[config.mk]
export PLATFORM = sky130hd
export DESIGN_NAME = mipsDecode
export DESIGN_NICKNAME = d
export VERILOG_FILES = /design/src/mipsExecPkg.sv /design/src/mipsIsaPkg.sv /design/src/mipsDecode.sv
export SDC_FILE = /design/constraint.sdc
export NUM_CORES = 1
export LEC_CHECK = 0
export ABC_AREA = 1
export BUFFER_PORTS_ARGS = -buffer_cell sky130_fd_sc_hd__clkbuf_2
export CORE_MARGIN = 5
export CORE_UTILIZATION = 35
export DETAILED_ROUTE_END_ITERATION = 7
export PLACE_DENSITY = 0.67
export SYNTH_ARGS = -nofsm -noshare
export SYNTH_HDL_FRONTEND = slang
export SYNTH_SLANG_ARGS = --single-unit
[constraint.sdc]
create_clock -name clk -period 5.3 [get_ports clk]
set_clock_uncertainty 0.1 [all_clocks]
set_input_delay 0.53 -clock clk [delete_from_list [all_inputs] [get_ports clk]]
set_output_delay 0.53 -clock clk [all_outputs]
set_load 0.02 [all_outputs]
[src/mipsExecPkg.sv]
`default_nettype none

package mipsExecPkg;

	typedef enum logic [4:0] {
		ALU_ADD, ALU_SUB, ALU_AND, ALU_OR, ALU_XOR,
		ALU_SLT, ALU_SLTU,
		ALU_SLL, ALU_SRL, ALU_SRA,
		ALU_LUI,
		ALU_MFHI, ALU_MFLO, ALU_MTHI, ALU_MTLO,
		ALU_MULT, ALU_MULTU, ALU_DIV, ALU_DIVU,
		ALU_NOP
	} aluOpE;

	typedef enum logic [2:0] {
		MEM_NONE,
		MEM_BYTE,
		MEM_HALF,
		MEM_WORD,
		MEM_LEFT, // LWL
		MEM_RIGHT // LWR
	} memKindE;

	typedef struct packed {
		aluOpE aluOp;
		memKindE memKind;
		logic [31:0] opA;
		logic [31:0] opB; // readData2 or extended immediate
		logic [4:0] shamt;
		logic illegal;
	} decodedS;

	typedef struct packed {
		logic [31:0] value;
		memKindE memKind;
		logic illegal;
	} execS;

	typedef struct packed {
		logic [31:0] value;
		logic [3:0] byteEnable;
		logic addrError;
		logic illegal;
	} resultS;

endpackage

`default_nettype wire

[src/mipsIsaPkg.sv]
`default_nettype none

package mipsIsaPkg;

	typedef enum logic [5:0] {
		OP_SPECIAL = 6'h00, // R-format, decoded by func
		OP_ADDIU = 6'h09,
		OP_SLTI = 6'h0a,
		OP_SLTIU = 6'h0b,
		OP_ANDI = 6'h0c,
		OP_ORI = 6'h0d,
		OP_XORI = 6'h0e,
		OP_LUI = 6'h0f,
		OP_LB = 6'h20,
		OP_LH = 6'h21,
		OP_LWL = 6'h22,
		OP_LW = 6'h23,
		OP_LBU = 6'h24,
		OP_LHU = 6'h25,
		OP_LWR = 6'h26,
		OP_SB = 6'h28,
		OP_SH = 6'h29,
		OP_SW = 6'h2b
	} opcodeE;

	typedef enum logic [5:0] {
		FN_SLL = 6'h00,
		FN_SRL = 6'h02,
		FN_SRA = 6'h03,
		FN_SLLV = 6'h04, // Bit 2 marks the variable shifts
		FN_SRLV = 6'h06,
		FN_SRAV = 6'h07,
		FN_MFHI = 6'h10,
		FN_MTHI = 6'h11,
		FN_MFLO = 6'h12,
		FN_MTLO = 6'h13,
		FN_MULT = 6'h18,
		FN_MULTU = 6'h19,
		FN_DIV = 6'h1a,
		FN_DIVU = 6'h1b,
		FN_ADDU = 6'h21,
		FN_SUBU = 6'h23,
		FN_AND = 6'h24,
		FN_OR = 6'h25,
		FN_XOR = 6'h26,
		FN_SLT = 6'h2a,
		FN_SLTU = 6'h2b
	} funcE;

	typedef struct packed {
		opcodeE opcode;
		logic [4:0] rs;
		logic [4:0] rt;
		logic [4:0] rd;
		logic [4:0] shamt;
		funcE func;
	} rTypeS;

	typedef struct packed {
		opcodeE opcode;
		logic [4:0] rs;
		logic [4:0] rt;
		logic [15:0] imm;
	} iTypeS;

	typedef union packed {
		rTypeS r;
		iTypeS i;
	} instrU;

endpackage

`default_nettype wire
[src/mipsDecode.sv]
`timescale 1ns/1ps
`default_nettype none

module mipsDecode import mipsIsaPkg::*, mipsExecPkg::*; (
	input logic clk,
	input logic rstN,
	input logic inValid,
	input instrU instr,
	input logic [31:0] readData1,
	input logic [31:0] readData2,
	output logic inReady,
	output logic decValid,
	output decodedS dec,
	input logic decReady
);

	logic [31:0] immSE;
	logic [31:0] immZE;
	decodedS decNext;

	assign immSE = {{16{instr.i.imm[15]}}, instr.i.imm};
	assign immZE = {16'h0, instr.i.imm};
	assign inReady = !decValid || decReady; // Empty or draining this cycle

	always_comb begin
		decNext.aluOp = ALU_NOP;
		decNext.memKind = MEM_NONE;
		decNext.opA = readData1;
		decNext.opB = readData2;
		decNext.shamt = instr.r.func[2] ? readData1[4:0] : instr.r.shamt; // SLLV/SRLV/SRAV
		decNext.illegal = 1'b0;
		if (instr.r.opcode == OP_SPECIAL) begin
			case (instr.r.func)
				FN_SLL, FN_SLLV: decNext.aluOp = ALU_SLL;
				FN_SRL, FN_SRLV: decNext.aluOp = ALU_SRL;
				FN_SRA, FN_SRAV: decNext.aluOp = ALU_SRA;
				FN_MFHI: decNext.aluOp = ALU_MFHI;
				FN_MTHI: decNext.aluOp = ALU_MTHI;
				FN_MFLO: decNext.aluOp = ALU_MFLO;
				FN_MTLO: decNext.aluOp = ALU_MTLO;
				FN_MULT: decNext.aluOp = ALU_MULT;
				FN_MULTU: decNext.aluOp = ALU_MULTU;
				FN_DIV: decNext.aluOp = ALU_DIV;
				FN_DIVU: decNext.aluOp = ALU_DIVU;
				FN_ADDU: decNext.aluOp = ALU_ADD;
				FN_SUBU: decNext.aluOp = ALU_SUB;
				FN_AND: decNext.aluOp = ALU_AND;
				FN_OR: decNext.aluOp = ALU_OR;
				FN_XOR: decNext.aluOp = ALU_XOR;
				FN_SLT: decNext.aluOp = ALU_SLT;
				FN_SLTU: decNext.aluOp = ALU_SLTU;
				default: decNext.illegal = 1'b1;
			endcase
		end else begin
			decNext.opB = immSE; // Most I-format ops sign-extend
			case (instr.i.opcode)
				OP_ADDIU: decNext.aluOp = ALU_ADD;
				OP_SLTI: decNext.aluOp = ALU_SLT;
				OP_SLTIU: decNext.aluOp = ALU_SLTU;
				OP_ANDI: begin
					decNext.aluOp = ALU_AND;
					decNext.opB = immZE;
				end
				OP_ORI: begin
					decNext.aluOp = ALU_OR;
					decNext.opB = immZE;
				end
				OP_XORI: begin
					decNext.aluOp = ALU_XOR;
					decNext.opB = immZE;
				end
				OP_LUI: begin
					decNext.aluOp = ALU_LUI;
					decNext.opB = immZE;
				end
				OP_LB, OP_LBU, OP_SB: begin
					decNext.aluOp = ALU_ADD;
					decNext.memKind = MEM_BYTE;
				end
				OP_LH, OP_LHU, OP_SH: begin
					decNext.aluOp = ALU_ADD;
					decNext.memKind = MEM_HALF;
				end
				OP_LW, OP_SW: begin
					decNext.aluOp = ALU_ADD;
					decNext.memKind = MEM_WORD;
				end
				OP_LWL: begin
					decNext.aluOp = ALU_ADD;
					decNext.memKind = MEM_LEFT;
				end
				OP_LWR: begin
					decNext.aluOp = ALU_ADD;
					decNext.memKind = MEM_RIGHT;
				end
				default: decNext.illegal = 1'b1;
			endcase
		end
	end

	always_ff @(posedge clk or negedge rstN) begin
		if (!rstN) begin
			decValid <= 1'b0;
		end else if (inReady) begin
			decValid <= inValid;
		end
	end

	always_ff @(posedge clk) begin
		if (inValid && inReady) begin
			dec <= decNext;
		end
	end

endmodule

`default_nettype wire

Yosys cells after proc, flatten, opt, wreduce, memory -nomap -nowiden. Cells that the tools add are included.

Register bits after elaboration: 79. Output and inout bits: 80. Word-level logic and storage cells: 69.

Reductions and logical operators: 15. Equal/unequal tests: 37. Muxes and demuxes: 10.

Operators by type and width (count): == test 6 bit (second input constant) (17); one-hot mux 5 bit (18 select lines) (1); 2-to-1 mux 32 bit (2); == test 6 x 5 -> 1 bit (second input constant) (8); == test 6 x 4 -> 1 bit (second input constant) (7); one-hot mux 5 bit (7 select lines) (1); OR reduction 21 bit (1); == test 6 x 3 -> 1 bit (second input constant) (3); OR reduction 17 bit (1); one-hot mux 3 bit (5 select lines) (1); == test 6 x 2 -> 1 bit (second input constant) (2); logical NOT 6 bit (2); OR reduction 11 bit (1); 2-to-1 mux 5 bit (2); OR reduction 2 bit (4); OR reduction 3 bit (2); OR reduction 4 bit (1); 2-to-1 mux 1 bit (3); logical AND 1 bit (1); logical NOT 1 bit (1); logical OR 1 bit (1).

Depth between registers and ports, before layout.
Depth in word-level cells: 4. Mapped depth: 12. Mapped depth without buffers: 11.

Worst setup path after synthesis. Ideal clock, no wire load.

Kind: input to register. Start: input inValid. End: register dec[0] in the netlist's numbering, enable pin. Data required time: 4.660 ns. Setup slack: 0.313 ns. Arrival: 4.347 ns. Buffers on the path: 0. Cell stages on the path: 2. Path through: inv_1 > a21oi_1.

Cells in the longest elaborated chain, start to end: 1.

Ends and longest elaborated chain: from (decl) (line mipsDecode.sv:7) `input logic inValid,`; logical AND 1 bit (line mipsDecode.sv:110) `if (inValid && inReady) begin`; to (signal assigned) (line mipsDecode.sv:111) `dec <= decNext;`; to (decl) (line mipsDecode.sv:13) `output decodedS dec,`.

Every way passes these cells. A chain may end at the register's enable or synchronous reset.

==> results.tsv <==
stage	metric	value	unit
routing	DRT Wirelength	8530	um
global_route	largest net degree at the start of global routing	79	
setup_path	CP Launch Type	primary input	
setup_path	Crit. Startpoint	instr[27]	
setup_path	Crit path depth	6	
clock_tree	postcts setup bufs	0	
routing	met1 WL	3120	um
placed_design	# port buffers	169	
global_route	gr ovfl total	0	
setup_path	worst path bufs/invs	3	
layout	fin util	0.475	
status	status	finished, final reports clean	
synthesis	Cells after Synth	319	
routing	Via density	4.40	
synthesis	synthesized area	3400	sq um
global_route	GRT Total Usage	0.141	
sta	Final TNS setup	0	ps
layout	Layout Nets	593	
min_path	hold depth	1	
global_route	number of global-route vias before repair	2660	
setup_path	crit-path max FO	27	
setup_path	max incr delay on CP	570	ps
placed_design	HPWL after DPL	6650	um
clock_tree	clock latency at the later pin of the worst-skew pair	340	ps
setup_path	Critical path destination	dec[15]$_DFFE_PP_	
setup_path	Critical Path Slowest Stage Cell	inv_1	
synthesis	Distinct cells, synth	22	
setup_path	reg2reg end	dec[24]$_DFFE_PP_	
setup_path	Critical Path End Type	flop	
synthesis	synthesized area per cell	10.7	sq um
synthesis	synth warn	0	
synthesis	Syn Nets	419	
routing	DR top layer	met4	
pwr	Pwr per Cell Area	293	nW/um^2
floorplan	die area	11800	sq um
sta	RSZ-0062 raised after global routing	false	
setup_path	Worst EP required	5280	ps
clock_tree	Clock Sinks	79	
sta	final max-slew violation count	0	
sta	final hold viol count	0	
floorplan	# rows	36	
setup_path	critical path's top delay family	buffers and inverters	
layout	Fillers	942	
sta	Max Clock Freq	432	MHz
pwr	Leakage Power	0.00214	uW
setup_path	Cell Chain, Critical Path	clkbuf_2 -> nor2_1 -> nand3_1 -> inv_1 -> buf_4 -> o21ai_0	
layout	synthesis-to-layout area growth	34.6	%
sta	setup violators final	0	
flow_run	max cap viols	0	
routing	metal3 WL	825	um
routing	DRC errors left	0	
min_path	min-delay worst type	in -> reg	
clock_tree	CTS tree	done	
synthesis	Seq/Total Area, Yosys	0.697	
placed_design	Final GP Congestion	0.864	
floorplan	core area	9640	sq um
routing	initial drt markers	108	
layout	n_diodes	0	
routing	met2 wire len	4440	um
setup_path	R2R Path Start	decValid$_DFFE_PN0N_	
setup_path	R2R setup slack	3470	ps
global_route	initial antenna violation count	0	
routing	routed vias	2771	
setup_path	crit path kind	in -> reg	
sta	Rel. slew slack	0.366	
clock_tree	CTS max path bufs	2	
setup_path	path depth of the worst reg2reg path	2	
routing	DR WL/cell	13.5	um
setup_path	Worst EP arrival	2300	ps
sta	period utilization	0.437	
layout	layout cells sized above 1	0.410	
floorplan	die height	109	um
sta	fin crit period	2310	ps
clock_tree	Clock Tree Root	clkbuf_8	
floorplan	initial cell density of the core	0.353	
routing	DRT antenna net count	0	
floorplan	Die X	109	um
synthesis	register bit total from synthesis	79	
sta	Worst Tran Pin Value	951	ps
pwr	maximum VDD drop	132	uV
floorplan	num ports	180	
global_route	first-pass GRT wire length	12700	um
routing	DRT Pass-1 Iters	4	
clock_tree	H-tree levels	3	
clock_tree	Num CTS Buffers	9	
clock_tree	CTS clk-pin slew, worst paths	70	ps
[kinds of logic (layout without fill, tap and decap cells)]
group,after synthesis,count (layout),share of synthesized area
buffers and inverters,38,216,0.0468
flip-flops,79,79,0.697
AND/OR/NAND/NOR,178,178,0.221
AO/OA/AOI/OAI,24,24,0.0361
[sequential cells by signal, indices dropped and copies added, names as in the netlist]
register and cells:
dec 78, decValid 1
[stage by stage]
stage	total power, uW	cell area (sq um)	setup slack [ps]	cells	hold WS (ps)
floorplan	859	3400	313	319	134
global placement	938	4390	2650	614	205
detailed placement	942	4390	2590	614	208
CTS	1360	4580	2970	630	238
global route	1410	4580	2680	630	236
finish	1340	4580	2990	630	261
[where the power goes]
| group | total [uW] | switching (uW) | internal, uW | leakage (uW) |
|---|---|---|---|---|
| clock network | 417 | 203 | 214 | 0.0000892 |
| logic | 185 | 123 | 62.0 | 0.00130 |
| registers | 740 | 8.92 | 731 | 0.000755 |
| total | 1340 | 335 | 1010 | 0.00214 |
[worst min path at each step]
stage	from	endpoint
detailed placement	rstN	decValid$_DFFE_PN0N_
CTS	readData1[21]	dec[59]$_DFFE_PP_
global route	readData1[30]	dec[68]$_DFFE_PP_
global placement	rstN	decValid$_DFFE_PN0N_
floorplan	rstN	decValid$_DFFE_PN0N_
finish	readData1[21]	dec[59]$_DFFE_PP_
[worst reg2reg max path, stage by stage (launching register included)]
cell and delay [ps]:
dfrtp_1 420, a21oi_4 150, buf_4 750
[cells in the mapped netlist, drive strengths merged]
cell	count	area [sq um]
nor2	31	139
buf	6	37.5
nand3	24	130
a21oi	3	15.0
nand2	117	447
o21ai	19	95.1
nand4	3	18.8
dfrtp	1	25.0
nor3	3	15.0
edfxtp	78	2340
a31oi	1	6.26
o22ai	1	6.26
inv	29	109
clkbuf	3	12.5
[layer usage]
metal,up-vias,track usage
li1,1413,-
met2,107,0.252
met5,-,0
met1,1238,0.154
met4,0,0.0703
met3,13,0.0346
[layout make-up]
| type | count | area, sq um | area share |
|---|---|---|---|
| Clock buffer | 11 | 131 | 0.0287 |
| Clock inverter | 4 | 47.5 | 0.0104 |
| Inverter | 29 | 109 | 0.0238 |
| Multi-Input combinational cell | 202 | 883 | 0.193 |
| Sequential cell | 79 | 2370 | 0.517 |
| Tap cell | 133 | 166 | 0.0364 |
| Timing Repair Buffer | 172 | 871 | 0.190 |
[repair_timing]
item / 4_1_cts / 5_1_grt
gates resized for setup: 0 / 0
endpoints found under the hold margin: 1 / 0
hold buffers: 1 / 0
[layout by cell type, fill, tap and decap left out, types with 3 or more instances in the layout]
cell type / netlist / final
clkbuf_2: 1 / 169
nand2_1: 114 / 114
edfxtp_1: 78 / 78
nor2_1: 24 / 24
inv_1: 22 / 22
nand3_1: 22 / 22
o21ai_0: 17 / 17
clkbuf_8: 0 / 9
inv_2: 7 / 7
nor2_2: 6 / 6
nand2_2: 3 / 3
nor3_1: 3 / 3
nand4_1: 3 / 3
No activity file was read; power rests on OpenSTA's default activity.
