==> src/mipsExecPkg.sv <==
`default_nettype none

package mipsExecPkg;

	typedef enum logic [4:0] {
		ALU_ADD, ALU_SUB, ALU_AND, ALU_OR, ALU_XOR,
		ALU_SLT, ALU_SLTU,
		ALU_SLL, ALU_SRL, ALU_SRA,
		ALU_LUI,
		ALU_MFHI, ALU_MFLO, ALU_MTHI, ALU_MTLO,
		ALU_MULT, ALU_MULTU, ALU_DIV, ALU_DIVU,
		ALU_NOP
	} aluOpE;

	typedef enum logic [2:0] {
		MEM_NONE,
		MEM_BYTE,
		MEM_HALF,
		MEM_WORD,
		MEM_LEFT, // LWL
		MEM_RIGHT // LWR
	} memKindE;

	typedef struct packed {
		aluOpE aluOp;
		memKindE memKind;
		logic [31:0] opA;
		logic [31:0] opB; // readData2 or extended immediate
		logic [4:0] shamt;
		logic illegal;
	} decodedS;

	typedef struct packed {
		logic [31:0] value;
		memKindE memKind;
		logic illegal;
	} execS;

	typedef struct packed {
		logic [31:0] value;
		logic [3:0] byteEnable;
		logic addrError;
		logic illegal;
	} resultS;

endpackage

`default_nettype wire

==> src/mipsResult.sv <==
`timescale 1ns/1ps
`default_nettype none

module mipsResult import mipsExecPkg::*; (
	input logic clk,
	input logic rstN,
	input logic exValid,
	input execS ex,
	output logic exReady,
	output logic outValid,
	output resultS out,
	input logic outReady
);

	logic [1:0] offset;
	logic [3:0] mask;
	logic misaligned;
	resultS outNext;

	assign exReady = !outValid || outReady;
	assign offset = ex.value[1:0]; // Byte within the word

	always_comb begin
		case (ex.memKind)
			MEM_BYTE: mask = 4'b0001 << offset;
			MEM_HALF: mask = 4'b0011 << offset;
			MEM_WORD: mask = 4'b1111;
			MEM_LEFT: mask = 4'b1111 << offset; // Offset up to byte 3
			MEM_RIGHT: mask = 4'b1111 >> (2'd3 - offset); // Byte 0 up to offset
			default: mask = 4'b0000;
		endcase
	end

	assign misaligned = (ex.memKind == MEM_HALF && offset[0])
		|| (ex.memKind == MEM_WORD && offset != 2'd0);

	always_comb begin
		outNext.value = (ex.memKind == MEM_NONE) ? ex.value : {ex.value[31:2], 2'b00};
		outNext.byteEnable = misaligned ? 4'b0000 : mask;
		outNext.addrError = misaligned;
		outNext.illegal = ex.illegal;
	end

	always_ff @(posedge clk or negedge rstN) begin
		if (!rstN) begin
			outValid <= 1'b0;
		end else if (exReady) begin
			outValid <= exValid;
		end
	end

	always_ff @(posedge clk) begin
		if (exValid && exReady) begin
			out <= outNext;
		end
	end

endmodule

`default_nettype wire

==> config.mk <==
export PLATFORM = sky130hd
export DESIGN_NAME = mipsResult
export DESIGN_NICKNAME = d
export VERILOG_FILES = /design/src/mipsExecPkg.sv /design/src/mipsResult.sv
export SDC_FILE = /design/constraint.sdc
export NUM_CORES = 1
export LEC_CHECK = 0
export BUFFER_PORTS_ARGS = -buffer_cell sky130_fd_sc_hd__buf_4
export CAP_MARGIN = 40
export CORE_AREA = 2 2 58 60
export DETAILED_ROUTE_END_ITERATION = 8
export DIE_AREA = 0 0 60 62
export GPL_TIMING_DRIVEN = 0
export PLACE_DENSITY = 0.82
export SETUP_SLACK_MARGIN = 0.4
export SYNTH_ARGS = -nofsm -noshare
export SYNTH_HDL_FRONTEND = slang
export SYNTH_SLANG_ARGS = --single-unit
==> constraint.sdc <==
create_clock -name clk -period 4.1 [get_ports clk]
set_clock_uncertainty 0.1 [all_clocks]
set_input_delay 0.41 -clock clk [delete_from_list [all_inputs] [get_ports clk]]
set_output_delay 0.41 -clock clk [all_outputs]
set_load 0.01 [all_outputs]
# Word level (Yosys, flattened, before mapping)
# Cells that the tools add are included.
dict set report word_totals {
  regBits 39
  out_inout_bits 40
}
dict set report op_classes {
  add_sub_neg 1
  reduce_logical 8
  eq_ne 5
  mux 1
  n_shift 4
}
# cell count
set ops {}
lappend ops {{4-bit one-hot mux with 5 select lines} 1}
lappend ops {{3-bit by 2-bit equality test with 1-bit output, second input constant} 2}
lappend ops {{3-bit equality test, second input constant} 2}
lappend ops {{1-bit by 2-bit << shifter with 4-bit output, first input constant} 1}
lappend ops {{2-bit by 2-bit << shifter with 4-bit output, first input constant} 1}
lappend ops {{4-bit by 2-bit << shifter with 4-bit output, first input constant} 1}
lappend ops {{4-bit by 2-bit >> shifter with 4-bit output, first input constant} 1}
lappend ops {{3-bit by 1-bit equality test with 1-bit output, second input constant} 1}
lappend ops {{1-bit logical AND} 3}
lappend ops {{3-bit logical NOT} 1}
lappend ops {{1-bit logical OR} 2}
lappend ops {{2-bit nonzero test} 1}
lappend ops {{2-bit subtractor, first input constant} 1}
lappend ops {{1-bit logical NOT} 1}

# Longest topological paths before layout
# Gate-level depths: netlist (run 1).
dict set report depth {
  depth_word 3
  depth_mapped 4
}

# Worst setup path before layout (run 1)
# Ideal clock, no wire load.
dict set report synth_path {
  path_type {input to register}
  startpoint {input port outReady}
  endpoint {register out[0] in the netlist's numbering (enable)}
  setup_ps 399
  arrival_time_ps 1545
  stages 2
  n_path_buf 0
  slack_ps 2056
  cell_sequence {nand2b_1 > and2_1}
}
dict set report synth_between {
  elab_chain_cells 2
}
# item line
set synth_rtl {}
lappend synth_rtl {{from (decl)} mipsResult.sv:12} ;# input logic outReady
lappend synth_rtl {{1-bit logical OR} mipsResult.sv:20} ;# assign exReady = !outValid || outReady;
lappend synth_rtl {{1-bit logical AND} mipsResult.sv:53} ;# if (exValid && exReady) begin
lappend synth_rtl {{to (signal assigned)} mipsResult.sv:54} ;# out <= outNext;
lappend synth_rtl {{to (decl)} mipsResult.sv:11} ;# output resultS out,
# Every way passes these cells.
# A chain may end at the register's enable or synchronous reset.

# Worst setup path in the final report (run 1)
dict set report layout_path {
  startpoint {register outValid}
  endpoint {register out[0] in the netlist's numbering (enable)}
}
dict set report layout_between {
  elab_chain_cells 3
}
# item line
set layout_rtl {}
lappend layout_rtl {{from (decl)} mipsResult.sv:10} ;# output logic outValid,
lappend layout_rtl {{from (signal assigned)} mipsResult.sv:48} ;# outValid <= exValid;
lappend layout_rtl {{1-bit logical NOT} mipsResult.sv:20}
lappend layout_rtl {{1-bit logical OR} mipsResult.sv:20}
lappend layout_rtl {{1-bit logical AND} mipsResult.sv:53}
# Every way passes these cells.

==> results_tabular.tex, run 1 <==
\begin{tabular}{lr}
\hline
Metric & Value \\
\hline
\multicolumn{2}{l}{\textbf{Outcome}} \\
Result of the run & complete, no violations \\
\multicolumn{2}{l}{\textbf{Clocking}} \\
Setup bufs post-CTS & 0 \\
Number of buffers created by CTS & 5 \\
Clock tree from TritonCTS & yes \\
Post-CTS Hold Buffers & 1 \\
H-tree depth & 2 \\
Clk buf depth & 2 \\
CTS-repair resized insts & 0 \\
Clock latency on the worst-skew pair & 0.33 ns \\
Clock-pin slew on the worst setup and hold paths & around 0.11 ns \\
Clock sink count & 39 \\
Root buffer cell & sky130\_fd\_sc\_hd\_\_clkbuf\_4 \\
\multicolumn{2}{l}{\textbf{Power}} \\
Total power divided by cell area & 375 nW/um\^{}2 \\
Net switching power & approximately 0.16 mW \\
Share of total power in the clock network & 25.7\% \\
Switching share of power & a little over a fifth \\
Reported leakage power & 0.846 nW \\
Internal cell power & 0.602 mW \\
Worst IR Drop VDD & $\sim$0.00014 V \\
Combinational Power Share & 12.7\% \\
Share of total power in sequential cells & 61.6\% \\
\multicolumn{2}{l}{\textbf{Finish}} \\
Count of antenna diodes in the layout & 0 \\
FILL cells & 223 \\
Fraction of final layout cells with drive strength greater than 1 & 57.5\% \\
Final standard cell utilization of the core & approximately 64\% \\
Signed area change from the synthesized netlist to the final layout & 54.1\% \\
Net count reported at finish & 192 \\
\multicolumn{2}{l}{\textbf{Setup path}} \\
R2R Path End & out[0]\$\_DFFE\_PP\_ \\
Startpoint kind of the worst setup timing path & register \\
Category of the worst setup path capture point & register \\
Crit path DAT & 1.55 ns \\
Chain of cells forming the critical path & nand2b\_1 -> and2\_2 \\
Worst Path Required & 3.96 ns \\
Reg2reg start & outValid\$\_DFFE\_PN0N\_ \\
Critical path class & register to register \\
CP max stage cell & sky130\_fd\_sc\_hd\_\_and2\_2 \\
Delay contributed by the slowest stage of the critical path & roughly 0.7 ns \\
Setup slack of the worst register-to-register path & 2.41 ns \\
Peak fanout along the critical path & 38 \\
Depth of the worst register-to-register path & 2 \\
\multicolumn{2}{l}{\textbf{Placed design}} \\
DP Worst Slack & between 2 and 2.5 ns \\
Post-detail-place hpwl & 2180 microns \\
Final estimated routing congestion in global placement & 0.663 \\
Input/output buffers & 78 \\
\multicolumn{2}{l}{\textbf{Global routing}} \\
Antenna violations before repair & 0 \\
Overall fraction of global-route tracks in use & 14.8\% \\
Gr ovfl total & 0 \\
Number of global-route vias before repair & 846 \\
Maximum number of pins on one net before global-route repair & 39 \\
First-pass GRT wire length & 3760 microns \\
\multicolumn{2}{l}{\textbf{Hold path}} \\
Min-Delay Path Class & input pin to register \\
Hold Path Cell Cnt & 1 \\
Endpoint with the worst hold slack & out[18]\$\_DFFE\_PP\_ \\
Startpoint of the tightest hold check path & ex[16] \\
\multicolumn{2}{l}{\textbf{STA}} \\
Max Clk Rate & slightly below 600 MHz \\
RSZ-0062 raised after global routing & false \\
Setup violators final & 0 \\
Minimum clock period & approximately 1.7 ns \\
Total count of hold-check failures in the final report & 0 \\
Portion of the clock cycle consumed by the worst path in the final layout & 41.2\% \\
Post-route setup TNS & 0 ns \\
Worst Max-Slew Pin Slew & between 0.7 and 0.8 ns \\
Slack of the critical path & 2.41 ns \\
Max-slew violation count & 0 \\
Max-slew headroom & 46.8\% \\
\multicolumn{2}{l}{\textbf{Synthesis}} \\
Share of the synthesized area in the top cell type & a little under nine tenths \\
Number of standard cells after synthesis & 66 \\
Biggest area contributors in the synthesized netlist & sky130\_fd\_sc\_hd\_\_edfxtp\_1 (86\%), sky130\_fd\_sc\_hd\_\_dfrtp\_1 (1.9\%), sky130\_fd\_sc\_hd\_\_nand2b\_1 (1.4\%) \\
Most common cell in the netlist & sky130\_fd\_sc\_hd\_\_edfxtp\_1 \\
Post-synth net total & 106 \\
Combined area of all synthesized cells & roughly 1300 sq um \\
Cell type with the largest total area after synthesis & sky130\_fd\_sc\_hd\_\_edfxtp\_1 \\
Synth top cells by count & sky130\_fd\_sc\_hd\_\_edfxtp\_1 (38), sky130\_fd\_sc\_hd\_\_a21oi\_1 (3), sky130\_fd\_sc\_hd\_\_nand2b\_1 (3), sky130\_fd\_sc\_hd\_\_o21ai\_0 (3) \\
Count of state elements after synthesis & 39 \\
Part of the Yosys area used for sequential elements & roughly 90\% \\
Yosys warning count & 0 \\
Average footprint of a synthesized cell & 20.0 sq um \\
Number of enable-type register cells in the synthesized netlist & 38 \\
Distinct cells, synth & 20 \\
Most used flip-flop cell after synthesis & sky130\_fd\_sc\_hd\_\_edfxtp\_1 \\
FFs w/ async S/R, synth & approximately 2.6\% \\
\multicolumn{2}{l}{\textbf{Detailed routing}} \\
WL per Instance & 14.1 microns \\
Count of TritonRoute iterations in the first routing pass & 4 \\
Detailed-route vias per instance & 4.58 \\
Count of vias placed by the detailed router & roughly 900 \\
DRT iter0 DRCs & 21 \\
Final routed wirelength across all metal layers & 2810 microns \\
Count of antenna-violating nets left after detailed routing & 0 \\
Post-route DRC violation count & 0 \\
\multicolumn{2}{l}{\textbf{Floorplanning}} \\
Standard-cell rows & 21 \\
Die height & 62 microns \\
Area of the die & 3720 sq um \\
Core Region & about 3200 sq um \\
Die Span X & 60 microns \\
Starting density of the core & around two fifths \\
Number of ports placed on the die boundary & 80 \\
\multicolumn{2}{l}{\textbf{Flow run}} \\
Max\_cap viols & 0 \\
\hline
\end{tabular}
==> kinds of logic (layout without fill, tap and decap cells) <==
family / count (synthesis) / count (layout) / share of synthesized area [%]
compound gates: 9 / 9 / 4.07
xor+xnor: 1 / 1 / 0.663
buf+inv: 2 / 89 / 0.662
flops: 39 / 39 / 88.3
simple gates: 15 / 15 / 6.35
==> worst max path at each step <==
stage                                    start  cells after the start               end  slack (ns)
after global routing      outValid$_DFFE_PN0N_                      2  out[0]$_DFFE_PP_        2.29
after detailed placement              outReady                      3  out[1]$_DFFE_PP_        2.26
after CTS                 outValid$_DFFE_PN0N_                      2  out[0]$_DFFE_PP_        2.39
after floorplan                       outReady                      2  out[0]$_DFFE_PP_        2.06
after global placement                outReady                      3  out[1]$_DFFE_PP_        1.80
final                     outValid$_DFFE_PN0N_                      2  out[0]$_DFFE_PP_        2.41
==> registers in the layout (all words and copies together), names as in the netlist <==
signal	cells
out	38
outValid	1
==> through the flow <==
stage                     total power, mW  hold WS, ns  cells  area [sq um]
after floorplan                     0.509       0.0144     66          1320
after global placement              0.574       0.0852    190          1960
final                               0.764        0.145    199          2040
after global routing                0.792        0.115    199          2040
after CTS                           0.769        0.134    199          2040
after detailed placement            0.578       0.0858    190          1970
==> layout by cell type, fill, tap and decap left out <==
| master | Yosys | final |
|---|---|---|
| sky130_fd_sc_hd__edfxtp_1 | 38 | 38 |
| sky130_fd_sc_hd__clkinv_2 | 0 | 1 |
| sky130_fd_sc_hd__nand2b_1 | 3 | 3 |
| sky130_fd_sc_hd__o311ai_1 | 1 | 1 |
| sky130_fd_sc_hd__xnor2_1 | 1 | 1 |
| sky130_fd_sc_hd__dlygate4sd3_1 | 0 | 1 |
| sky130_fd_sc_hd__nand3_1 | 1 | 1 |
| sky130_fd_sc_hd__clkbuf_4 | 0 | 5 |
| sky130_fd_sc_hd__clkbuf_8 | 0 | 1 |
| sky130_fd_sc_hd__buf_4 | 0 | 78 |
| sky130_fd_sc_hd__nand2_1 | 2 | 2 |
| sky130_fd_sc_hd__a21oi_1 | 3 | 3 |
| sky130_fd_sc_hd__nor2_1 | 2 | 2 |
| sky130_fd_sc_hd__o21ai_0 | 3 | 3 |
| sky130_fd_sc_hd__nor3_1 | 1 | 1 |
| sky130_fd_sc_hd__dfrtp_1 | 1 | 1 |
| sky130_fd_sc_hd__clkbuf_1 | 0 | 1 |
| sky130_fd_sc_hd__and2_1 | 2 | 1 |
| sky130_fd_sc_hd__or3_1 | 1 | 1 |
| sky130_fd_sc_hd__nand3b_1 | 1 | 1 |
| sky130_fd_sc_hd__buf_2 | 1 | 1 |
| sky130_fd_sc_hd__and2_2 | 1 | 2 |
| sky130_fd_sc_hd__nor2b_1 | 1 | 1 |
| sky130_fd_sc_hd__a31oi_1 | 1 | 1 |
| sky130_fd_sc_hd__inv_1 | 1 | 1 |
| sky130_fd_sc_hd__o311ai_0 | 1 | 1 |
==> metal layers <==
layer | vias up | track usage (%) | part of all wire (%) | wire length [microns]
li1 | 427 | - | - | -
met1 | 427 | 13.0 | 33 | 916
met3 | 4 | 5.80 | 12 | 334
met5 | - | 0 | 0 | 0
met4 | 0 | 9.52 | 1.2 | 33
met2 | 53 | 27.8 | 54 | 1520
==> power groups by stage <==
| stage | Combinational [mW] | Clock [mW] | Sequential, mW |
|---|---|---|---|
| 6_report | 0.0971 | 0.196 | 0.471 |
| 5_1_grt | 0.105 | 0.214 | 0.473 |
| 4_1_cts | 0.0985 | 0.200 | 0.471 |
| 3_5_place_dp | 0.0974 | 0 | 0.480 |
| 3_3_place_gp | 0.0940 | 0 | 0.480 |
| 2_1_floorplan | 0.0174 | 0 | 0.492 |
==> final cells by class <==
cell class	instances	area [sq um]	area share, %
flip-flops and latches	39	1170	57.3
repair buffers	79	596	29.3
multi-input cells	25	148	7.25
well taps	46	57.6	2.83
clock buffers	7	55.1	2.70
clock inverters	1	5.00	0.246
plain buffers	1	5.00	0.246
inverters	1	3.75	0.184
==> worst max-delay path, delay by kind of cell, from the launching register on <==
family / cells / cell delay, ns
DFF: 1 / 0.40
and+or+nand+nor: 2 / 0.83
Power figures use the tool's default switching activity.
==> run 2: changes to the inputs <==
- CORE_AREA: 2 2 58 60 -> 2 2 62 64
- DIE_AREA: 0 0 60 62 -> 0 0 64 66
- PLACE_DENSITY: 0.82 -> 0.76
- clock period: 4.1 -> 1.55 ns (I/O delays scaled with it)
==> results_tabular.tex, run 2 (synthesized netlist as in run 1, its figures left out) <==
\begin{tabular}{lr}
\hline
Metric & Value \\
\hline
\multicolumn{2}{l}{\textbf{Flow run}} \\
Max\_cap viols & 0 \\
\multicolumn{2}{l}{\textbf{Finish}} \\
Signed area change from the synthesized netlist to the final layout & 91.2\% \\
Net count reported at finish & 232 \\
Register ranked first by flip-flop count & out \\
FILL cells & 234 \\
Highest-count cells in the layout ignoring fill and taps & sky130\_fd\_sc\_hd\_\_buf\_4 (53), sky130\_fd\_sc\_hd\_\_edfxtp\_1 (38), sky130\_fd\_sc\_hd\_\_dlygate4sd3\_1 (34) \\
Non-filler instance count after layout & between 200 and 250 \\
Most common library cell in the layout ignoring fill and taps & sky130\_fd\_sc\_hd\_\_buf\_4 \\
Max FFs per register & 38 \\
Fraction of final layout cells with drive strength greater than 1 & 49.2\% \\
Regs by FF count & out x38, outValid x1 \\
Count of antenna diodes in the layout & 0 \\
\multicolumn{2}{l}{\textbf{Setup path}} \\
Reg2reg start & outValid\$\_DFFE\_PN0N\_ \\
Category of the worst setup path capture point & primary output \\
Startpoint kind of the worst setup timing path & register \\
Setup slack of the worst register-to-register path & 0.31 ns \\
Depth of the worst register-to-register path & 2 \\
Chain of cells forming the critical path & nand2b\_4 -> buf\_6 \\
Critical path class & register to primary output \\
Delay contributed by the slowest stage of the critical path & 0.43 ns \\
Crit path DAT & 0.99 ns \\
R2R Path End & out[17]\$\_DFFE\_PP\_ \\
Peak fanout along the critical path & 6 \\
CP max stage cell & sky130\_fd\_sc\_hd\_\_dfrtp\_1 \\
Worst Path Required & approximately 1.3 ns \\
\multicolumn{2}{l}{\textbf{Clocking}} \\
Clk buf depth & 2 \\
H-tree depth & 2 \\
Root buffer cell & sky130\_fd\_sc\_hd\_\_clkbuf\_4 \\
Clock-pin slew on the worst setup and hold paths & 0.11 ns \\
Clock latency on the worst-skew pair & between 0.3 and 0.4 ns \\
Clock tree from TritonCTS & yes \\
Clock sink count & 39 \\
Number of buffers created by CTS & 5 \\
\multicolumn{2}{l}{\textbf{Floorplanning}} \\
Starting density of the core & roughly 37\% \\
Area of the die & 4220 sq um \\
Number of ports placed on the die boundary & 80 \\
Die height & 66 microns \\
Core Region & 3550 sq um \\
Standard-cell rows & 22 \\
Die Span X & between 60 and 70 microns \\
\multicolumn{2}{l}{\textbf{STA}} \\
Max-slew headroom & about four fifths \\
Total count of hold-check failures in the final report & 0 \\
Max-slew violation count & 0 \\
Portion of the clock cycle consumed by the worst path in the final layout & 80.6\% \\
Max Clk Rate & roughly 800 MHz \\
Setup violators final & 0 \\
RSZ-0062 raised after global routing & true \\
Minimum clock period & 1.25 ns \\
Post-route setup TNS & 0 ns \\
Worst Max-Slew Pin Slew & 0.301 ns \\
\multicolumn{2}{l}{\textbf{Placed design}} \\
Post-detail-place hpwl & 2030 microns \\
Input/output buffers & 78 \\
Final estimated routing congestion in global placement & 0.767 \\
Number of placed cells counting well taps & 192 \\
\multicolumn{2}{l}{\textbf{Detailed routing}} \\
WL per Instance & 17.5 microns \\
Count of antenna-violating nets left after detailed routing & 0 \\
Post-route DRC violation count & 0 \\
Final routed wirelength across all metal layers & 4210 microns \\
DRT iter0 DRCs & 67 \\
Detailed-route vias per instance & 4.55 \\
Count of TritonRoute iterations in the first routing pass & 4 \\
Count of vias placed by the detailed router & about 1100 \\
\multicolumn{2}{l}{\textbf{Power}} \\
Net switching power & 0.499 mW \\
Internal cell power & around 1.6 mW \\
Combinational Power Share & 18.0\% \\
Share of total power in sequential cells & 58.7\% \\
Reported leakage power & 1.05 nW \\
Worst IR Drop VDD & $\sim$0.00034 V \\
Total power divided by cell area & 849 nW/um\^{}2 \\
Share of total power in the clock network & between 20\% and 30\% \\
Switching share of power & 23.3\% \\
\multicolumn{2}{l}{\textbf{Outcome}} \\
Result of the run & complete, no violations \\
\multicolumn{2}{l}{\textbf{Global routing}} \\
Number of global-route vias before repair & 1053 \\
Gr ovfl total & 0 \\
Overall fraction of global-route tracks in use & between 10\% and 20\% \\
Antenna violations before repair & 0 \\
Maximum number of pins on one net before global-route repair & 12 \\
First-pass GRT wire length & 5640 microns \\
\multicolumn{2}{l}{\textbf{Hold path}} \\
Endpoint with the worst hold slack & outValid\$\_DFFE\_PN0N\_ \\
Hold Path Cell Cnt & 3 \\
Startpoint of the tightest hold check path & outReady \\
Min-Delay Path Class & input pin to register \\
\hline
\end{tabular}
-- run 2: changes by cell type in the layout (fill, tap and decap cells not counted) --
cell,change
sky130_fd_sc_hd__dlygate4sd3_1,+33
sky130_fd_sc_hd__buf_6,+27
sky130_fd_sc_hd__buf_4,-25
sky130_fd_sc_hd__and2_4,+5
sky130_fd_sc_hd__clkbuf_1,+1
sky130_fd_sc_hd__clkbuf_8,-1
sky130_fd_sc_hd__nand2b_1,-1
sky130_fd_sc_hd__nand2b_4,+1
-- run 2: power by group through the flow --
stage	Combinational, mW	Clock [mW]	Sequential [mW]
2_1_floorplan	0.0479	0	1.30
3_3_place_gp	0.251	0	1.27
3_5_place_dp	0.259	0	1.27
4_1_cts	0.346	0.497	1.25
5_1_grt	0.410	0.564	1.26
6_report	0.386	0.500	1.26
-- run 2: routing by layer --
metal | global-route usage, % | up-vias | wire (microns)
li1 | - | 510 | -
met1 | 23.8 | 511 | 1680
met2 | 29.3 | 73 | 2110
met3 | 6.98 | 2 | 400
met4 | 8.15 | 0 | 27
met5 | 0 | - | 0
-- run 2: area by class of cell --
| cell class | instances | area (sq um) | share of cell area, % |
|---|---|---|---|
| buffer | 1 | 5.00 | 0.198 |
| clock inverter | 1 | 5.00 | 0.198 |
| tap | 48 | 60.1 | 2.38 |
| multi-input combinational | 30 | 199 | 7.88 |
| sequential | 39 | 1170 | 46.2 |
| clock buffer | 7 | 45.0 | 1.78 |
| inverter | 1 | 3.75 | 0.149 |
| timing repair buffer | 114 | 1040 | 41.3 |
-- run 2: critical path: cells and delay by family (launching register included) --
| family | cells | cell delay [ns] |
|---|---|---|
| buffers and inverters | 1 | 0.11 |
| and+or+nand+nor | 1 | 0.12 |
| DFF | 1 | 0.43 |
-- run 2: what timing repair did --
action                                  in CTS  in global routing
endpoints found under the setup margin      46                 73
hold buffers                                33                  1
pin swaps                                    2                  1
gates resized for setup                      9                 23
endpoints found under the hold margin       33                  2
setup buffers                                0                  2
cloned                                       3                  2
-- run 2: how the worst max path moves through the flow --
stage	startpoint	to	slack, ns	depth (start not counted)
after floorplan	outValid$_DFFE_PN0N_	out[0]$_DFFE_PP_	0.14	2
after global placement	outValid$_DFFE_PN0N_	out[16]$_DFFE_PP_	0.13	2
after detailed placement	outValid$_DFFE_PN0N_	out[32]$_DFFE_PP_	0.09	2
after CTS	outValid$_DFFE_PN0N_	exReady	0.27	2
after global routing	outValid$_DFFE_PN0N_	exReady	0.23	2
final	outValid$_DFFE_PN0N_	exReady	0.30	2
-- run 2: stage by stage --
step	instance area [sq um]	setup slack (ns)	power (mW)	hold WS, ns	utilization (%)
after global routing	2530	0.233	2.24	-0.0105	71.1
after global placement	1970	0.128	1.52	-0.168	55.5
final	2530	0.301	2.14	0.0161	71.1
after floorplan	1320	0.136	1.35	-0.241	-
after detailed placement	1970	0.0883	1.53	-0.167	55.5
after CTS	2410	0.272	2.09	0.00317	67.8
==> run 3: changes to the inputs <==
- ABC_AREA: not set -> 1
- CORE_AREA: 2 2 62 64 -> 2 2 64 66
- DIE_AREA: 0 0 64 66 -> 0 0 66 68
- PLACE_DENSITY: 0.76 -> 0.73
- clock period: 1.55 -> 1 ns (I/O delays scaled with it)
==> results_tabular.tex, run 3 <==
\begin{tabular}{lr}
\hline
Metric & Value \\
\hline
\multicolumn{2}{l}{\textbf{Clocking}} \\
Root buffer cell & sky130\_fd\_sc\_hd\_\_clkbuf\_8 \\
Number of buffers created by CTS & 5 \\
H-tree depth & 2 \\
Clk buf depth & 2 \\
Clock sink count & 39 \\
Post-CTS Hold Buffers & 1 \\
Clock latency on the worst-skew pair & 0.28 ns \\
Clock-pin slew on the worst setup and hold paths & 0.08 ns \\
Clock tree from TritonCTS & yes \\
\multicolumn{2}{l}{\textbf{STA}} \\
Total count of hold-check failures in the final report & 32 \\
Setup violators final & 53 \\
Max-slew violation count & 0 \\
Slack of the critical path & -0.262 ns \\
Hold Slack & -0.113 ns \\
Worst Max-Slew Pin Slew & 0.234 ns \\
Max Clk Rate & just under 800 MHz \\
Max-slew headroom & between 80\% and 90\% \\
Minimum clock period & 1.26 ns \\
Portion of the clock cycle consumed by the worst path in the final layout & 126\% \\
RSZ-0062 raised after global routing & true \\
Post-route setup TNS & -10.01 ns \\
\multicolumn{2}{l}{\textbf{Setup path}} \\
R2R Path End & out[16]\$\_DFFE\_PP\_ \\
CP max stage cell & sky130\_fd\_sc\_hd\_\_dfrtp\_2 \\
Setup slack of the worst register-to-register path & -0.26 ns \\
Critical path class & register to register \\
Startpoint kind of the worst setup timing path & register \\
Delay contributed by the slowest stage of the critical path & around 0.43 ns \\
Peak fanout along the critical path & 15 \\
Timing startpoint of the critical path & outValid\$\_DFFE\_PN0N\_ \\
Crit path DAT & approximately 1.2 ns \\
Category of the worst setup path capture point & register \\
Worst Path Required & 0.89 ns \\
Reg2reg start & outValid\$\_DFFE\_PN0N\_ \\
Chain of cells forming the critical path & a21oi\_4 -> buf\_4 -> buf\_12 \\
Setup crit end & out[16]\$\_DFFE\_PP\_ \\
Depth of the worst register-to-register path & 3 \\
\multicolumn{2}{l}{\textbf{Detailed routing}} \\
DRT iter0 DRCs & 61 \\
Detailed-route vias per instance & 4.61 \\
Final routed wirelength across all metal layers & 3410 microns \\
Count of TritonRoute iterations in the first routing pass & 4 \\
WL per Instance & approximately 15 microns \\
Count of vias placed by the detailed router & $\sim$1100 \\
Post-route DRC violation count & 0 \\
Count of antenna-violating nets left after detailed routing & 0 \\
\multicolumn{2}{l}{\textbf{Synthesis}} \\
Adder and majority cell fraction of the synthesized area & 0\% \\
FFs w/ async S/R, synth & 2.56\% \\
Combined area of all synthesized cells & between 1000 and 1500 sq um \\
Post-synthesis xor/xnor area fraction & 0\% \\
Fraction of synthesized area in multiplexers & 0\% \\
Yosys warning count & 0 \\
Distinct cells, synth & 15 \\
Cell type with the largest total area after synthesis & sky130\_fd\_sc\_hd\_\_edfxtp\_1 \\
Number of standard cells after synthesis & 82 \\
Post-synth net total & 122 \\
Area fraction in compound gates after synthesis & under 10\% \\
Number of enable-type register cells in the synthesized netlist & 38 \\
Most common cell in the netlist & sky130\_fd\_sc\_hd\_\_edfxtp\_1 \\
Simple-Gate Fraction of Synth Area & a little under a tenth \\
Count of state elements after synthesis & 39 \\
Synth top cells by count & sky130\_fd\_sc\_hd\_\_edfxtp\_1 (38), sky130\_fd\_sc\_hd\_\_nand2\_1 (10), sky130\_fd\_sc\_hd\_\_inv\_1 (8), sky130\_fd\_sc\_hd\_\_nand3\_1 (8), sky130\_fd\_sc\_hd\_\_a21oi\_1 (4) \\
Part of the Yosys area used for sequential elements & between 80 and 90\% \\
Average footprint of a synthesized cell & between 15 and 20 sq um \\
Most used flip-flop cell after synthesis & sky130\_fd\_sc\_hd\_\_edfxtp\_1 \\
Combinational family with the most area after synthesis & simple AND/OR/NAND/NOR gates \\
Share of the synthesized area in the top cell type & between 80\% and 90\% \\
Biggest area contributors in the synthesized netlist & sky130\_fd\_sc\_hd\_\_edfxtp\_1 (83\%), sky130\_fd\_sc\_hd\_\_nand3\_1 (2.9\%), sky130\_fd\_sc\_hd\_\_nand2\_1 (2.7\%) \\
\multicolumn{2}{l}{\textbf{Global routing}} \\
Number of global-route vias before repair & roughly 1100 \\
Antenna violations before repair & 0 \\
Gr ovfl total & 0 \\
First-pass GRT wire length & around 4800 microns \\
Overall fraction of global-route tracks in use & roughly 15\% \\
Maximum number of pins on one net before global-route repair & 16 \\
\multicolumn{2}{l}{\textbf{Power}} \\
Combinational Power Share & between 15 and 20\% \\
Worst IR Drop VDD & slightly above 0.0007 V \\
Share of total power in sequential cells & 50.5\% \\
Net switching power & approximately 0.83 mW \\
Reported leakage power & 1.11 nW \\
Total power divided by cell area & 1480 nW/um\^{}2 \\
Internal cell power & slightly above 3 mW \\
Share of total power in the clock network & around 33\% \\
Switching share of power & between 20\% and 30\% \\
\multicolumn{2}{l}{\textbf{Finish}} \\
Area of all placed cells without fillers & 2600 sq um \\
Register ranked first by flip-flop count & out \\
Signed area change from the synthesized netlist to the final layout & 89.0\% \\
Regs by FF count & out x38, outValid x1 \\
Max FFs per register & 38 \\
Highest-count cells in the layout ignoring fill and taps & sky130\_fd\_sc\_hd\_\_buf\_4 (48), sky130\_fd\_sc\_hd\_\_buf\_6 (38), sky130\_fd\_sc\_hd\_\_edfxtp\_1 (38) \\
FILL cells & 250 \\
Most common library cell in the layout ignoring fill and taps & sky130\_fd\_sc\_hd\_\_buf\_4 \\
Fraction of final layout cells with drive strength greater than 1 & 67.8\% \\
Count of antenna diodes in the layout & 0 \\
Net count reported at finish & roughly 220 \\
\multicolumn{2}{l}{\textbf{Floorplanning}} \\
Die Span X & between 60 and 70 microns \\
Core Region & 3860 sq um \\
Area of the die & 4490 sq um \\
Standard-cell rows & 23 \\
Number of ports placed on the die boundary & 80 \\
Die height & 68 microns \\
Starting density of the core & 35.7\% \\
\multicolumn{2}{l}{\textbf{Placed design}} \\
Input/output buffers & 79 \\
Final estimated routing congestion in global placement & 0.692 \\
DP Worst Slack & -0.610 ns \\
Post-detail-place hpwl & 2290 microns \\
Cell area after placement & 2120 sq um \\
\multicolumn{2}{l}{\textbf{Hold path}} \\
Startpoint of the tightest hold check path & ex[30] \\
Min-Delay Path Class & input pin to register \\
\multicolumn{2}{l}{\textbf{Outcome}} \\
Violations in the final reports & hold timing, setup timing \\
Result of the run & finished with violations \\
\multicolumn{2}{l}{\textbf{Flow run}} \\
Max\_cap viols & 0 \\
\hline
\end{tabular}
## run 3: cell types whose count changed after synthesis, moves of 2 or more
cell                       before  now
sky130_fd_sc_hd__nand2b_1       3    0
sky130_fd_sc_hd__and2_1         2    0
sky130_fd_sc_hd__nand3_1        1    8
sky130_fd_sc_hd__nand4_1        0    2
sky130_fd_sc_hd__nand3_2        0    2
sky130_fd_sc_hd__nand2_1        2   10
sky130_fd_sc_hd__inv_1          1    8
## run 3: layout make-up
cell class	instances	area (sq um)	share of cell area, %
Multi-Input combinational cell	34	268	10.3
Sequential cell	39	1170	44.9
Tap cell	50	62.6	2.41
Clock buffer	5	68.8	2.65
Timing Repair Buffer	93	928	35.7
Inverter	9	60.1	2.31
Clock inverter	3	43.8	1.69
## run 3: cells by family (layout without fill, tap and decap cells)
group,Yosys count,in the layout
compound gates,8,8
buf+inv,9,110
flops,39,39
simple gates,26,26
## run 3: worst min-delay path by stage
stage / to / slack (ns) / cells after the start
2_1_floorplan: outValid$_DFFE_PN0N_ / -0.30 / 0
4_1_cts: out[13]$_DFFE_PP_ / -0.12 / 1
5_1_grt: out[23]$_DFFE_PP_ / -0.13 / 1
3_3_place_gp: outValid$_DFFE_PN0N_ / -0.22 / 1
3_5_place_dp: outValid$_DFFE_PN0N_ / -0.22 / 1
6_report: out[32]$_DFFE_PP_ / -0.11 / 1
## run 3: power groups by stage
stage | Sequential, mW | Clock, mW | Combinational [mW]
detailed placement | 1.97 | 0 | 0.473
CTS | 1.94 | 1.30 | 0.603
floorplan | 2.02 | 0 | 0.112
finish | 1.95 | 1.27 | 0.638
global placement | 1.97 | 0 | 0.440
global route | 1.96 | 1.37 | 0.678
## run 3: stage by stage
stage	cells	total power, mW	utilization (%)
2_1_floorplan	82	2.13	-
3_3_place_gp	211	2.41	54.2
3_5_place_dp	212	2.44	54.9
4_1_cts	232	3.85	65.1
5_1_grt	233	4.00	67.4
6_report	233	3.86	67.4
## run 3: critical path, delay by kind of cell, from the launching register on
kind	cells	cell delay (ns)
buffers and inverters	2	0.28
AOI/OAI and AO/OA	1	0.15
DFF	1	0.43
## run 3: timing repair
| action | CTS | global route |
|---|---|---|
| setup endpoints to repair | 84 | 84 |
| hold endpoints to repair | 33 | 32 |
| pin swaps | 6 | 1 |
| cloned | 1 | 0 |
| setup buffers | 10 | 1 |
| gates resized for setup | 40 | 21 |
## run 3: metal layers
layer  vias up  routed length [microns]  global-route usage, %
li1        499                        -                      -
met1       500                     1160                   13.7
met2        67                     1880                   28.0
met3         9                      303                   5.43
met4         0                       72                   9.18
met5         -                        0                      0
